--- config.mk ---
export PLATFORM = sky130hd
export DESIGN_NAME = dmac_top
export DESIGN_NICKNAME = d
export VERILOG_FILES = /design/src/hdl/dma_axi_pkg.sv /design/src/hdl/dma_cfg_pkg.sv /design/src/hdl/dmac_top.sv /design/src/hdl/dmac_write.sv /design/src/hdl/dmac_read.sv /design/src/hdl/dmac_ctrl.sv
export SDC_FILE = /design/constraint.sdc
export NUM_CORES = 1
export LEC_CHECK = 0
export BUFFER_PORTS_ARGS = -buffer_cell sky130_fd_sc_hd__buf_2
export CAP_MARGIN = 20
export CORE_ASPECT_RATIO = 1.2
export CORE_MARGIN = 1
export CORE_UTILIZATION = 35
export DETAILED_ROUTE_END_ITERATION = 8
export PLACE_DENSITY = 0.54
export SETUP_SLACK_MARGIN = 0.2
export SLEW_MARGIN = 20
export SYNTH_ARGS = -nofsm -noshare
export SYNTH_HDL_FRONTEND = slang
export SYNTH_HIERARCHICAL = 1
export SYNTH_SLANG_ARGS = --single-unit
--- constraint.sdc ---
create_clock -name clk_i -period 10.25 [get_ports clk_i]
set_input_delay 0.5125 -clock clk_i [delete_from_list [all_inputs] [get_ports clk_i]]
set_output_delay 0.5125 -clock clk_i [all_outputs]
set_load 0.03 [all_outputs]
--- src/hdl/dma_axi_pkg.sv ---
`default_nettype none

package dma_axi_pkg;

    // ==================================================
    // Bus widths
    // ==================================================
    localparam int AXI_ID_W   = 4;
    localparam int AXI_ADDR_W = 32;
    localparam int AXI_DATA_W = 32;
    localparam int AXI_STRB_W = AXI_DATA_W / 8;

    localparam logic [1:0] BURST_FIXED = 2'b00;
    localparam logic [1:0] BURST_INCR  = 2'b01;

    localparam logic [1:0] RESP_OKAY   = 2'b00;
    localparam logic [1:0] RESP_SLVERR = 2'b10;

    // ==================================================
    // Channel payloads
    // ==================================================
    typedef struct packed {
        logic [AXI_ID_W-1:0]   id;
        logic [AXI_ADDR_W-1:0] addr;
        logic [7:0]            len;      // Beats minus one.
        logic [1:0]            burst;
    } axi_ar_t;

    typedef axi_ar_t axi_aw_t;           // Same fields as the read address.

    typedef struct packed {
        logic [AXI_ID_W-1:0]   id;
        logic [AXI_DATA_W-1:0] data;
        logic [1:0]            resp;
        logic                  last;
    } axi_r_t;

    typedef struct packed {
        logic [AXI_DATA_W-1:0] data;
        logic [AXI_STRB_W-1:0] strb;
        logic                  last;
    } axi_w_t;

    typedef struct packed {
        logic [AXI_ID_W-1:0] id;
        logic [1:0]          resp;
    } axi_b_t;

endpackage

`default_nettype wire
--- src/hdl/dma_cfg_pkg.sv ---
`default_nettype none

package dma_cfg_pkg;

    import dma_axi_pkg::*;

    typedef struct packed {
        logic [AXI_ADDR_W-1:0] src_addr;
        logic [AXI_ADDR_W-1:0] dst_addr;
        logic [7:0]            len;      // Beats minus one.
        logic [1:0]            burst;
    } dma_desc_t;

    // ==================================================
    // Address regions and their transaction IDs
    // ==================================================
    localparam logic [3:0] REGION_MEM = 4'h0;
    localparam logic [3:0] REGION_AES = 4'h2;

    localparam logic [AXI_ID_W-1:0] ID_DMA2MEM = 4'd1;
    localparam logic [AXI_ID_W-1:0] ID_DMA2AES = 4'd2;

    // Region sits in address bits 19 to 16.
    function automatic logic [AXI_ID_W-1:0] region_id(input logic [AXI_ADDR_W-1:0] addr);
        case (addr[19:16])
            REGION_MEM: return ID_DMA2MEM;
            REGION_AES: return ID_DMA2AES;
            default:    return '0;
        endcase
    endfunction

endpackage

`default_nettype wire

--- src/hdl/dmac_top.sv ---
`default_nettype none

module dmac_top
    import dma_axi_pkg::*;
    import dma_cfg_pkg::*;
#(
    parameter int NUM_BEATS = 16
) (
    input  wire            clk_i,
    input  wire            rst_ni,

    input  wire            start_i,
    input  wire dma_desc_t desc_i,
    output logic           busy_o,
    output logic           done_o,
    output logic           err_o,

    output axi_ar_t        ar_o,
    output logic           ar_valid_o,
    input  wire            ar_ready_i,
    input  wire axi_r_t    r_i,
    input  wire            r_valid_i,
    output logic           r_ready_o,

    output axi_aw_t        aw_o,
    output logic           aw_valid_o,
    input  wire            aw_ready_i,
    output axi_w_t         w_o,
    output logic           w_valid_o,
    input  wire            w_ready_i,
    input  wire axi_b_t    b_i,
    input  wire            b_valid_i,
    output logic           b_ready_o
);

    logic                                 rd_start;
    logic                                 rd_done;
    logic                                 rd_err;
    logic                                 wr_start;
    logic                                 wr_done;
    logic                                 wr_err;
    dma_desc_t                            desc;
    logic [NUM_BEATS-1:0][AXI_DATA_W-1:0] line;       // Read to write buffer.

    dmac_ctrl u_ctrl (
        .clk_i      (clk_i),
        .rst_ni     (rst_ni),
        .start_i    (start_i),
        .desc_i     (desc_i),
        .rd_done_i  (rd_done),
        .rd_err_i   (rd_err),
        .wr_done_i  (wr_done),
        .wr_err_i   (wr_err),
        .rd_start_o (rd_start),
        .wr_start_o (wr_start),
        .desc_o     (desc),
        .busy_o     (busy_o),
        .done_o     (done_o),
        .err_o      (err_o)
    );

    dmac_read #(
        .NUM_BEATS (NUM_BEATS)
    ) u_read (
        .clk_i      (clk_i),
        .rst_ni     (rst_ni),
        .start_i    (rd_start),
        .desc_i     (desc),
        .ar_o       (ar_o),
        .ar_valid_o (ar_valid_o),
        .ar_ready_i (ar_ready_i),
        .r_i        (r_i),
        .r_valid_i  (r_valid_i),
        .r_ready_o  (r_ready_o),
        .line_o     (line),
        .done_o     (rd_done),
        .err_o      (rd_err)
    );

    dmac_write #(
        .NUM_BEATS (NUM_BEATS)
    ) u_write (
        .clk_i      (clk_i),
        .rst_ni     (rst_ni),
        .start_i    (wr_start),
        .desc_i     (desc),
        .line_i     (line),
        .aw_o       (aw_o),
        .aw_valid_o (aw_valid_o),
        .aw_ready_i (aw_ready_i),
        .w_o        (w_o),
        .w_valid_o  (w_valid_o),
        .w_ready_i  (w_ready_i),
        .b_i        (b_i),
        .b_valid_i  (b_valid_i),
        .b_ready_o  (b_ready_o),
        .done_o     (wr_done),
        .err_o      (wr_err)
    );

endmodule

`default_nettype wire

--- src/hdl/dmac_write.sv ---
`default_nettype none

module dmac_write
    import dma_axi_pkg::*;
    import dma_cfg_pkg::*;
#(
    parameter int NUM_BEATS = 16
) (
    input  wire                                  clk_i,
    input  wire                                  rst_ni,

    input  wire                                  start_i,
    input  wire dma_desc_t                       desc_i,
    input  wire [NUM_BEATS-1:0][AXI_DATA_W-1:0]  line_i,

    output axi_aw_t                              aw_o,
    output logic                                 aw_valid_o,
    input  wire                                  aw_ready_i,

    output axi_w_t                               w_o,
    output logic                                 w_valid_o,
    input  wire                                  w_ready_i,

    input  wire axi_b_t                          b_i,
    input  wire                                  b_valid_i,
    output logic                                 b_ready_o,

    output logic                                 done_o,
    output logic                                 err_o
);

    localparam int BEAT_W = $clog2(NUM_BEATS);

    typedef enum logic [1:0] {
        WR_IDLE,
        WR_ADDR,
        WR_DATA,
        WR_RESP
    } wr_state_e;

    wr_state_e         state_q;
    axi_aw_t           aw_q;
    logic [BEAT_W-1:0] beat_q;
    logic              last_beat;
    logic              w_fire;
    logic              b_fire;

    assign last_beat = (beat_q == aw_q.len[BEAT_W-1:0]);
    assign w_fire    = w_valid_o && w_ready_i;
    assign b_fire    = b_valid_i && b_ready_o;

    // ==================================================
    // Sequencing
    // ==================================================
    always_ff @(posedge clk_i) begin
        if (!rst_ni) begin
            state_q <= WR_IDLE;
            beat_q  <= '0;
            done_o  <= 1'b0;
            err_o   <= 1'b0;
        end else begin
            done_o <= 1'b0;
            case (state_q)
                WR_IDLE: begin
                    if (start_i) begin
                        state_q <= WR_ADDR;
                    end
                end
                WR_ADDR: begin
                    beat_q <= '0;
                    if (aw_valid_o && aw_ready_i) begin
                        state_q <= WR_DATA;
                    end
                end
                WR_DATA: begin
                    if (w_fire) begin
                        beat_q <= beat_q + BEAT_W'(1);
                        if (last_beat) begin
                            state_q <= WR_RESP;
                        end
                    end
                end
                WR_RESP: begin
                    if (b_fire) begin
                        state_q <= WR_IDLE;
                        done_o  <= 1'b1;
                        err_o   <= (b_i.resp != RESP_OKAY);
                    end
                end
                default: state_q <= WR_IDLE;
            endcase
        end
    end

    always_ff @(posedge clk_i) begin
        if (state_q == WR_IDLE && start_i) begin
            aw_q.id    <= region_id(desc_i.dst_addr);
            aw_q.addr  <= desc_i.dst_addr;
            aw_q.len   <= desc_i.len;
            aw_q.burst <= desc_i.burst;
        end
    end

    assign aw_o       = aw_q;
    assign aw_valid_o = (state_q == WR_ADDR);

    assign w_o.data   = line_i[beat_q];
    assign w_o.strb   = '1;                             // Full words only.
    assign w_o.last   = last_beat;
    assign w_valid_o  = (state_q == WR_DATA);

    assign b_ready_o  = (state_q == WR_RESP);

endmodule

`default_nettype wire

--- src/hdl/dmac_read.sv ---
`default_nettype none

module dmac_read
    import dma_axi_pkg::*;
    import dma_cfg_pkg::*;
#(
    parameter int NUM_BEATS = 16
) (
    input  wire                                  clk_i,
    input  wire                                  rst_ni,

    input  wire                                  start_i,
    input  wire dma_desc_t                       desc_i,

    output axi_ar_t                              ar_o,
    output logic                                 ar_valid_o,
    input  wire                                  ar_ready_i,

    input  wire axi_r_t                          r_i,
    input  wire                                  r_valid_i,
    output logic                                 r_ready_o,

    output logic [NUM_BEATS-1:0][AXI_DATA_W-1:0] line_o,
    output logic                                 done_o,
    output logic                                 err_o
);

    localparam int BEAT_W = $clog2(NUM_BEATS);

    typedef enum logic [1:0] {
        RD_IDLE,
        RD_ADDR,
        RD_DATA
    } rd_state_e;

    rd_state_e         state_q;
    axi_ar_t           ar_q;
    logic [BEAT_W-1:0] beat_q;
    logic              err_q;
    logic              ar_fire;
    logic              r_fire;

    assign ar_fire = ar_valid_o && ar_ready_i;
    assign r_fire  = r_valid_i && r_ready_o;

    // ==================================================
    // Sequencing
    // ==================================================
    always_ff @(posedge clk_i) begin
        if (!rst_ni) begin
            state_q <= RD_IDLE;
            done_o  <= 1'b0;
        end else begin
            done_o <= 1'b0;
            case (state_q)
                RD_IDLE: begin
                    if (start_i) begin
                        state_q <= RD_ADDR;
                    end
                end
                RD_ADDR: begin
                    if (ar_fire) begin
                        state_q <= RD_DATA;
                    end
                end
                RD_DATA: begin
                    if (r_fire && r_i.last) begin
                        state_q <= RD_IDLE;
                        done_o  <= 1'b1;                // One cycle after the last beat.
                    end
                end
                default: state_q <= RD_IDLE;
            endcase
        end
    end

    // Request is held while AR waits for ready.
    always_ff @(posedge clk_i) begin
        if (state_q == RD_IDLE && start_i) begin
            ar_q.id    <= region_id(desc_i.src_addr);
            ar_q.addr  <= desc_i.src_addr;
            ar_q.len   <= desc_i.len;
            ar_q.burst <= desc_i.burst;
        end
    end

    always_ff @(posedge clk_i) begin
        if (!rst_ni) begin
            beat_q <= '0;
            err_q  <= 1'b0;
        end else if (state_q == RD_ADDR) begin
            beat_q <= '0;
            err_q  <= 1'b0;
        end else if (r_fire) begin
            beat_q <= beat_q + BEAT_W'(1);
            if (r_i.resp != RESP_OKAY) begin
                err_q <= 1'b1;                          // Sticky for the burst.
            end
        end
    end

    // Line buffer.
    always_ff @(posedge clk_i) begin
        if (r_fire) begin
            line_o[beat_q] <= r_i.data;
        end
    end

    assign ar_o       = ar_q;
    assign ar_valid_o = (state_q == RD_ADDR);
    assign r_ready_o  = (state_q == RD_DATA);
    assign err_o      = err_q;

endmodule

`default_nettype wire

--- src/hdl/dmac_ctrl.sv ---
`default_nettype none

module dmac_ctrl
    import dma_cfg_pkg::*;
(
    input  wire            clk_i,
    input  wire            rst_ni,

    input  wire            start_i,
    input  wire dma_desc_t desc_i,

    input  wire            rd_done_i,
    input  wire            rd_err_i,
    input  wire            wr_done_i,
    input  wire            wr_err_i,

    output logic           rd_start_o,
    output logic           wr_start_o,
    output dma_desc_t      desc_o,

    output logic           busy_o,
    output logic           done_o,
    output logic           err_o
);

    typedef enum logic [1:0] {
        CT_IDLE,
        CT_READ,
        CT_WRITE
    } ctrl_state_e;

    ctrl_state_e state_q;
    logic        rd_err_q;
    logic        accept;

    assign accept = (state_q == CT_IDLE) && start_i;   // Busy starts are dropped.

    always_ff @(posedge clk_i) begin
        if (!rst_ni) begin
            state_q    <= CT_IDLE;
            rd_start_o <= 1'b0;
            rd_err_q   <= 1'b0;
            done_o     <= 1'b0;
            err_o      <= 1'b0;
        end else begin
            rd_start_o <= accept;
            done_o     <= 1'b0;
            case (state_q)
                CT_IDLE: begin
                    if (accept) begin
                        state_q <= CT_READ;
                    end
                end
                CT_READ: begin
                    if (rd_done_i) begin
                        state_q  <= CT_WRITE;
                        rd_err_q <= rd_err_i;
                    end
                end
                CT_WRITE: begin
                    if (wr_done_i) begin
                        state_q <= CT_IDLE;
                        done_o  <= 1'b1;
                        err_o   <= rd_err_q | wr_err_i;
                    end
                end
                default: state_q <= CT_IDLE;
            endcase
        end
    end

    always_ff @(posedge clk_i) begin
        if (accept) begin
            desc_o <= desc_i;
        end
    end

    assign wr_start_o = (state_q == CT_READ) && rd_done_i;
    assign busy_o     = (state_q != CT_IDLE);

endmodule

`default_nettype wire

# == After elaboration in Yosys (flattened, before gate mapping) ==
# Cells that the tools add are included.
# word_totals
output_inout_bits,137
input_bits,127
wordCells,127
reg_bits,700
# classes
mux,26
addsub,2
eq_ne,21
bitwise_logic,2
n_lt_le_gt_ge,3
reduce_logical,32
# ops
cell,count
512-bit bitwise mux,1
32-bit binary-select mux with 4-bit select,1
32-bit demux with 4-bit select,1
32-bit two-way mux,2
2-bit two-way mux,11
2-bit AND reduction,8
"2-bit inequality test, second input constant",7
2-bit case mux with 3 select lines,2
1-bit logical AND,11
"4-bit by 5-bit < comparator with 1-bit output, second input constant",2
"4-bit by 1-bit adder with 4-bit output, second input constant",2
"2-bit equality test, second input constant",4
"4-bit by 2-bit equality test with 1-bit output, second input constant",2
4-bit logical NOT,2
"2-bit by 1-bit inequality test with 1-bit output, second input constant",4
2-bit case mux with 2 select lines,2
2-bit case mux with 4 select lines,1
4-bit case mux with 2 select lines,1
2-bit nonzero test,4
"2-bit by 1-bit equality test with 1-bit output, second input constant",3
2-bit logical NOT,3
3-bit AND reduction,2
5-bit AND reduction,1
4-bit equality test,1
other kinds (6),8

# == Depth between registers and ports, before layout ==
# depth
depth_word,5
depth_mapped,8
ltp_nobuf,6

# == Modules after synthesis ==
# The synthesis kept the hierarchy.
# modules_own_cells
mod,area_per_inst_um2,n_inst,cells_per_inst
dmac_read,17242.8,1,626
dmac_write,6055.8,1,504
dmac_ctrl,2459.9,1,97

# == Least setup slack after synthesis ==
# OpenSTA, ideal clock, no wires.
# synth_path
path_kind,input to register
from,input port start_i
to,register u_ctrl/desc_o[0] (netlist bit) (enable)
setup_time_ps,614
stages,1
arrival_ps,5883
slack_ps,3754
path_buffers,0
required_ps,9636
cell_sequence,nor3b_1
# synth_via
elab_chain_len,1
# synth_rtl
element,line,source
from (decl),dmac_top.sv:12,"input wire start_i,"
1-bit logical AND,dmac_ctrl.sv:36,assign accept = (state_q == CT_IDLE) && start_i;
to (signal assigned),dmac_ctrl.sv:74,desc_o <= desc_i;
to (decl),dmac_ctrl.sv:19,"output dma_desc_t desc_o,"
# Every way passes these cells.
# A chain may end at the register's enable or synchronous reset.

==> results.py <==
metrics = {
    "grt": {
        "met2_usage": 0.283,
        "grt_busiest_layer": "met2",
        "grt_start_max_net_pins": 103,
        "grtUsageMet1": 0.191,
        "grt_pass1_vias": 13400,
        "grtUsageTotal": 0.160,
        "grt_util_met3": 0.0416,
        "antenna_found_initial": 4,
        "grt_pass1_wl_mm": 87.4,
        "gr-total-overflow": 0,
    },
    "clock_network": {
        "clockBufferDepth": 3,
        "postCtsHoldBufs": 0,
        "h-tree-depth": 3,
        "post_cts_buffers": 0,
        "cts_tree": "done",
        "clkLatencyLatePin_ns": 0.59,
        "clockRootBuffer": "clkbuf_16",
        "clk_pin_slew_worst_paths_ns": 0.07,
        "cts_resized": 0,
        "cts.sink_count": 696,
        "cts_buffers": 71,
    },
    "setup_path": {
        "required_ns": 9.74,
        "cpMaxStageDelayCell": "buf_4",
        "path_class": "register to output port",
        "crit_path_cell_trace": "buf_4, mux4_2, mux2i_1, o21ai_0, buf_2",
        "cp-end-kind": "output port",
        "crit_arrival_ns": 3.59,
        "r2r_setup_slack_ns": 7.83,
        "path_max_fanout": 55,
        "cp-start-kind": "register",
        "critPathMaxStageDelay_ns": 0.89,
    },
    "sta": {
        "period_share": 0.401,
        "report.final.slew_viol_count": 0,
        "max_freq_mhz": 244,
        "fin_skew_ns": 0.0138,
        "setup_viol": 0,
        "finalHoldViolCount": 0,
        "relSlewSlack": 0.330,
        "min_period_ns": 4.11,
        "tightest_slew_ns": 1.00,
        "fin_hold_ws_ns": 0.0908,
        "rsz0062_at_grt": "false",
        "finalSetupTns_ns": 0,
    },
    "logic_synthesis": {
        "synth_top_area_frac": 0.786,
        "avgSynthCellArea_um2": 21.0,
        "yosys_warnings": 6,
        "seq_area_frac_synth": 0.803,
        "synthArstFlopShare": 0,
        "synth_ff_type": "edfxtp_1",
        "synth_top_area_cell": "edfxtp_1",
        "ys_ff_latch": 696,
        "synth_edf_count": 674,
        "synth-simple-area-share": 0.0228,
        "synth.area.top_cells": "edfxtp_1 79%, mux4_2 6.5%, mux2i_1 5.4%",
        "syn-cell-area_um2": 25800,
        "synth_compound_area_frac": 0.0297,
        "synthCells": 1227,
        "synth_top_family_by_area": "multiplexers",
        "synth.distinct_cells": 53,
        "synthMuxAreaShare": 0.119,
        "synthXorXnorAreaFrac": 0.00233,
        "synthAdderAreaFrac": 0.00486,
    },
    "finish": {
        "nFillCells": 6425,
        "drive_above_1_share": 0.306,
        "multi_input_area_um2": 4750,
        "area.growth.synth_to_final_pct": 17.6,
        "mostFrequentLayoutCells": "674 x edfxtp_1, 247 x buf_2, 139 x mux2i_1",
        "seqCellArea_um2": 20700,
        "num_antenna_cells": 0,
        "final_nets": 1653,
        "final_common_cell": "edfxtp_1",
        "stdcell_area_um2": 30300,
    },
    "floorplan": {
        "core_um2": 72600,
        "die_y_um": 299,
        "fp.dieW_um": 250,
        "ios": 264,
        "start_util": 0.355,
        "core.rowCount": 108,
        "dieArea_um2": 74700,
    },
    "route": {
        "drc": 0,
        "drt_iter0_markers": 742,
        "wl_per_cell_um": 23.7,
        "vias": 12600,
        "drt.antenna.violating_nets": 0,
        "finalWirelength_mm": 59.6,
        "first_pass_iters": 4,
        "post_drt_via_cell_ratio": 5.01,
    },
    "place": {
        "dpl-instance-area_um2": 28100,
        "io_buffer_count": 247,
        "hpwl_mm": 32.6,
        "gp_congestion": 0.743,
    },
    "power": {
        "peakVddDrop_uv": 157,
        "finalPower_mw": 5.77,
        "powerDensity_nw_per_um2": 190,
        "leakage_nw": 9.65,
    },
    "run": {
        "max_cap_violations": 0,
    },
    "worst_hold_path": {
        "hp-class": "input pin to register",
    },
    "outcome": {
        "status": "completed",
    },
}
[layout make-up]
cell class	count	area share
inverters	11	0.00136
clock inverters	46	0.0113
repair buffers	275	0.0481
clock buffers	84	0.0609
well taps	935	0.0386
multi-input cells	461	0.157
flip-flops and latches	696	0.683
[metrics by stage]
stage	setup slack (ns)	std cells	utilization
finish	6.14	2508	0.418
global route	5.89	2508	0.418
CTS	5.98	2508	0.418
detailed placement	6.64	2378	0.387
global placement	6.70	2378	0.387
floorplan	3.75	1232	-
[worst max-delay path, delay by kind of cell, from the launching register on]
family	cells	cell delay (ns)
DFF	1	0.79
AOI/OAI and AO/OA	1	0.19
muxes	2	0.79
buffers and inverters	2	1.16
[per-layer routing]
metal  wire, µm  up-vias
li1           -     5572
met5         38        -
met1      23600     6477
met2      30600      432
met4       1250        6
met3       4030       89
[worst paths after layout]
kind	cells past startpoint	from	end
max	5	u_write/beat_q[0]$_SDFFE_PN0P_	w_o[6]
min	1	desc_i[21]	u_ctrl/desc_o[21]$_DFFE_PP_
max reg2reg	5	u_write/beat_q[1]$_SDFFE_PN0P_	u_write/state_q[1]$_SDFFE_PN0P_
min reg2reg	0	u_ctrl/desc_o[55]$_DFFE_PP_	u_read/ar_o[23]$_DFFE_PP_
[cell usage after synthesis (all sizes together), types with 11 or more instances]
cell and count:
clkbuf 14, mux2i 139, edfxtp 674, buf 50, inv 11, o21ai 34
dfxtp 22, nor2 28, nand2 12, a22oi 55, mux4 74, nand3 29
[cell families (layout without fill, tap and decap cells)]
kind of cell               Yosys count  count (layout)
adders and majority gates           10              10
other                                3               8
AOI/OAI and AO/OA                  115             115
buffers and inverters               75             416
muxes                              213             213
DFF                                696             696
and+or+nand+nor                    109             109
xor gates and xnor gates             6               6
[report_power, final]
| group | leakage [nW] | total [mW] | internal, mW | switching, mW |
|---|---|---|---|---|
| clock | 1.08 | 2.45 | 1.39 | 1.06 |
| sequential | 6.29 | 3.16 | 3.15 | 0.0136 |
| combinational | 2.28 | 0.149 | 0.0465 | 0.102 |
[registers in the layout (all words and copies together) (netlist names), 2 cells and up]
name	count
u_write/aw_o	44
u_read/ar_o	44
u_write/state_q	2
u_ctrl/state_q	2
u_read/state_q	2
u_read/line_o	512
u_write/beat_q	4
u_read/beat_q	4
u_ctrl/desc_o	74
No activity file was read; power rests on OpenSTA's default activity.
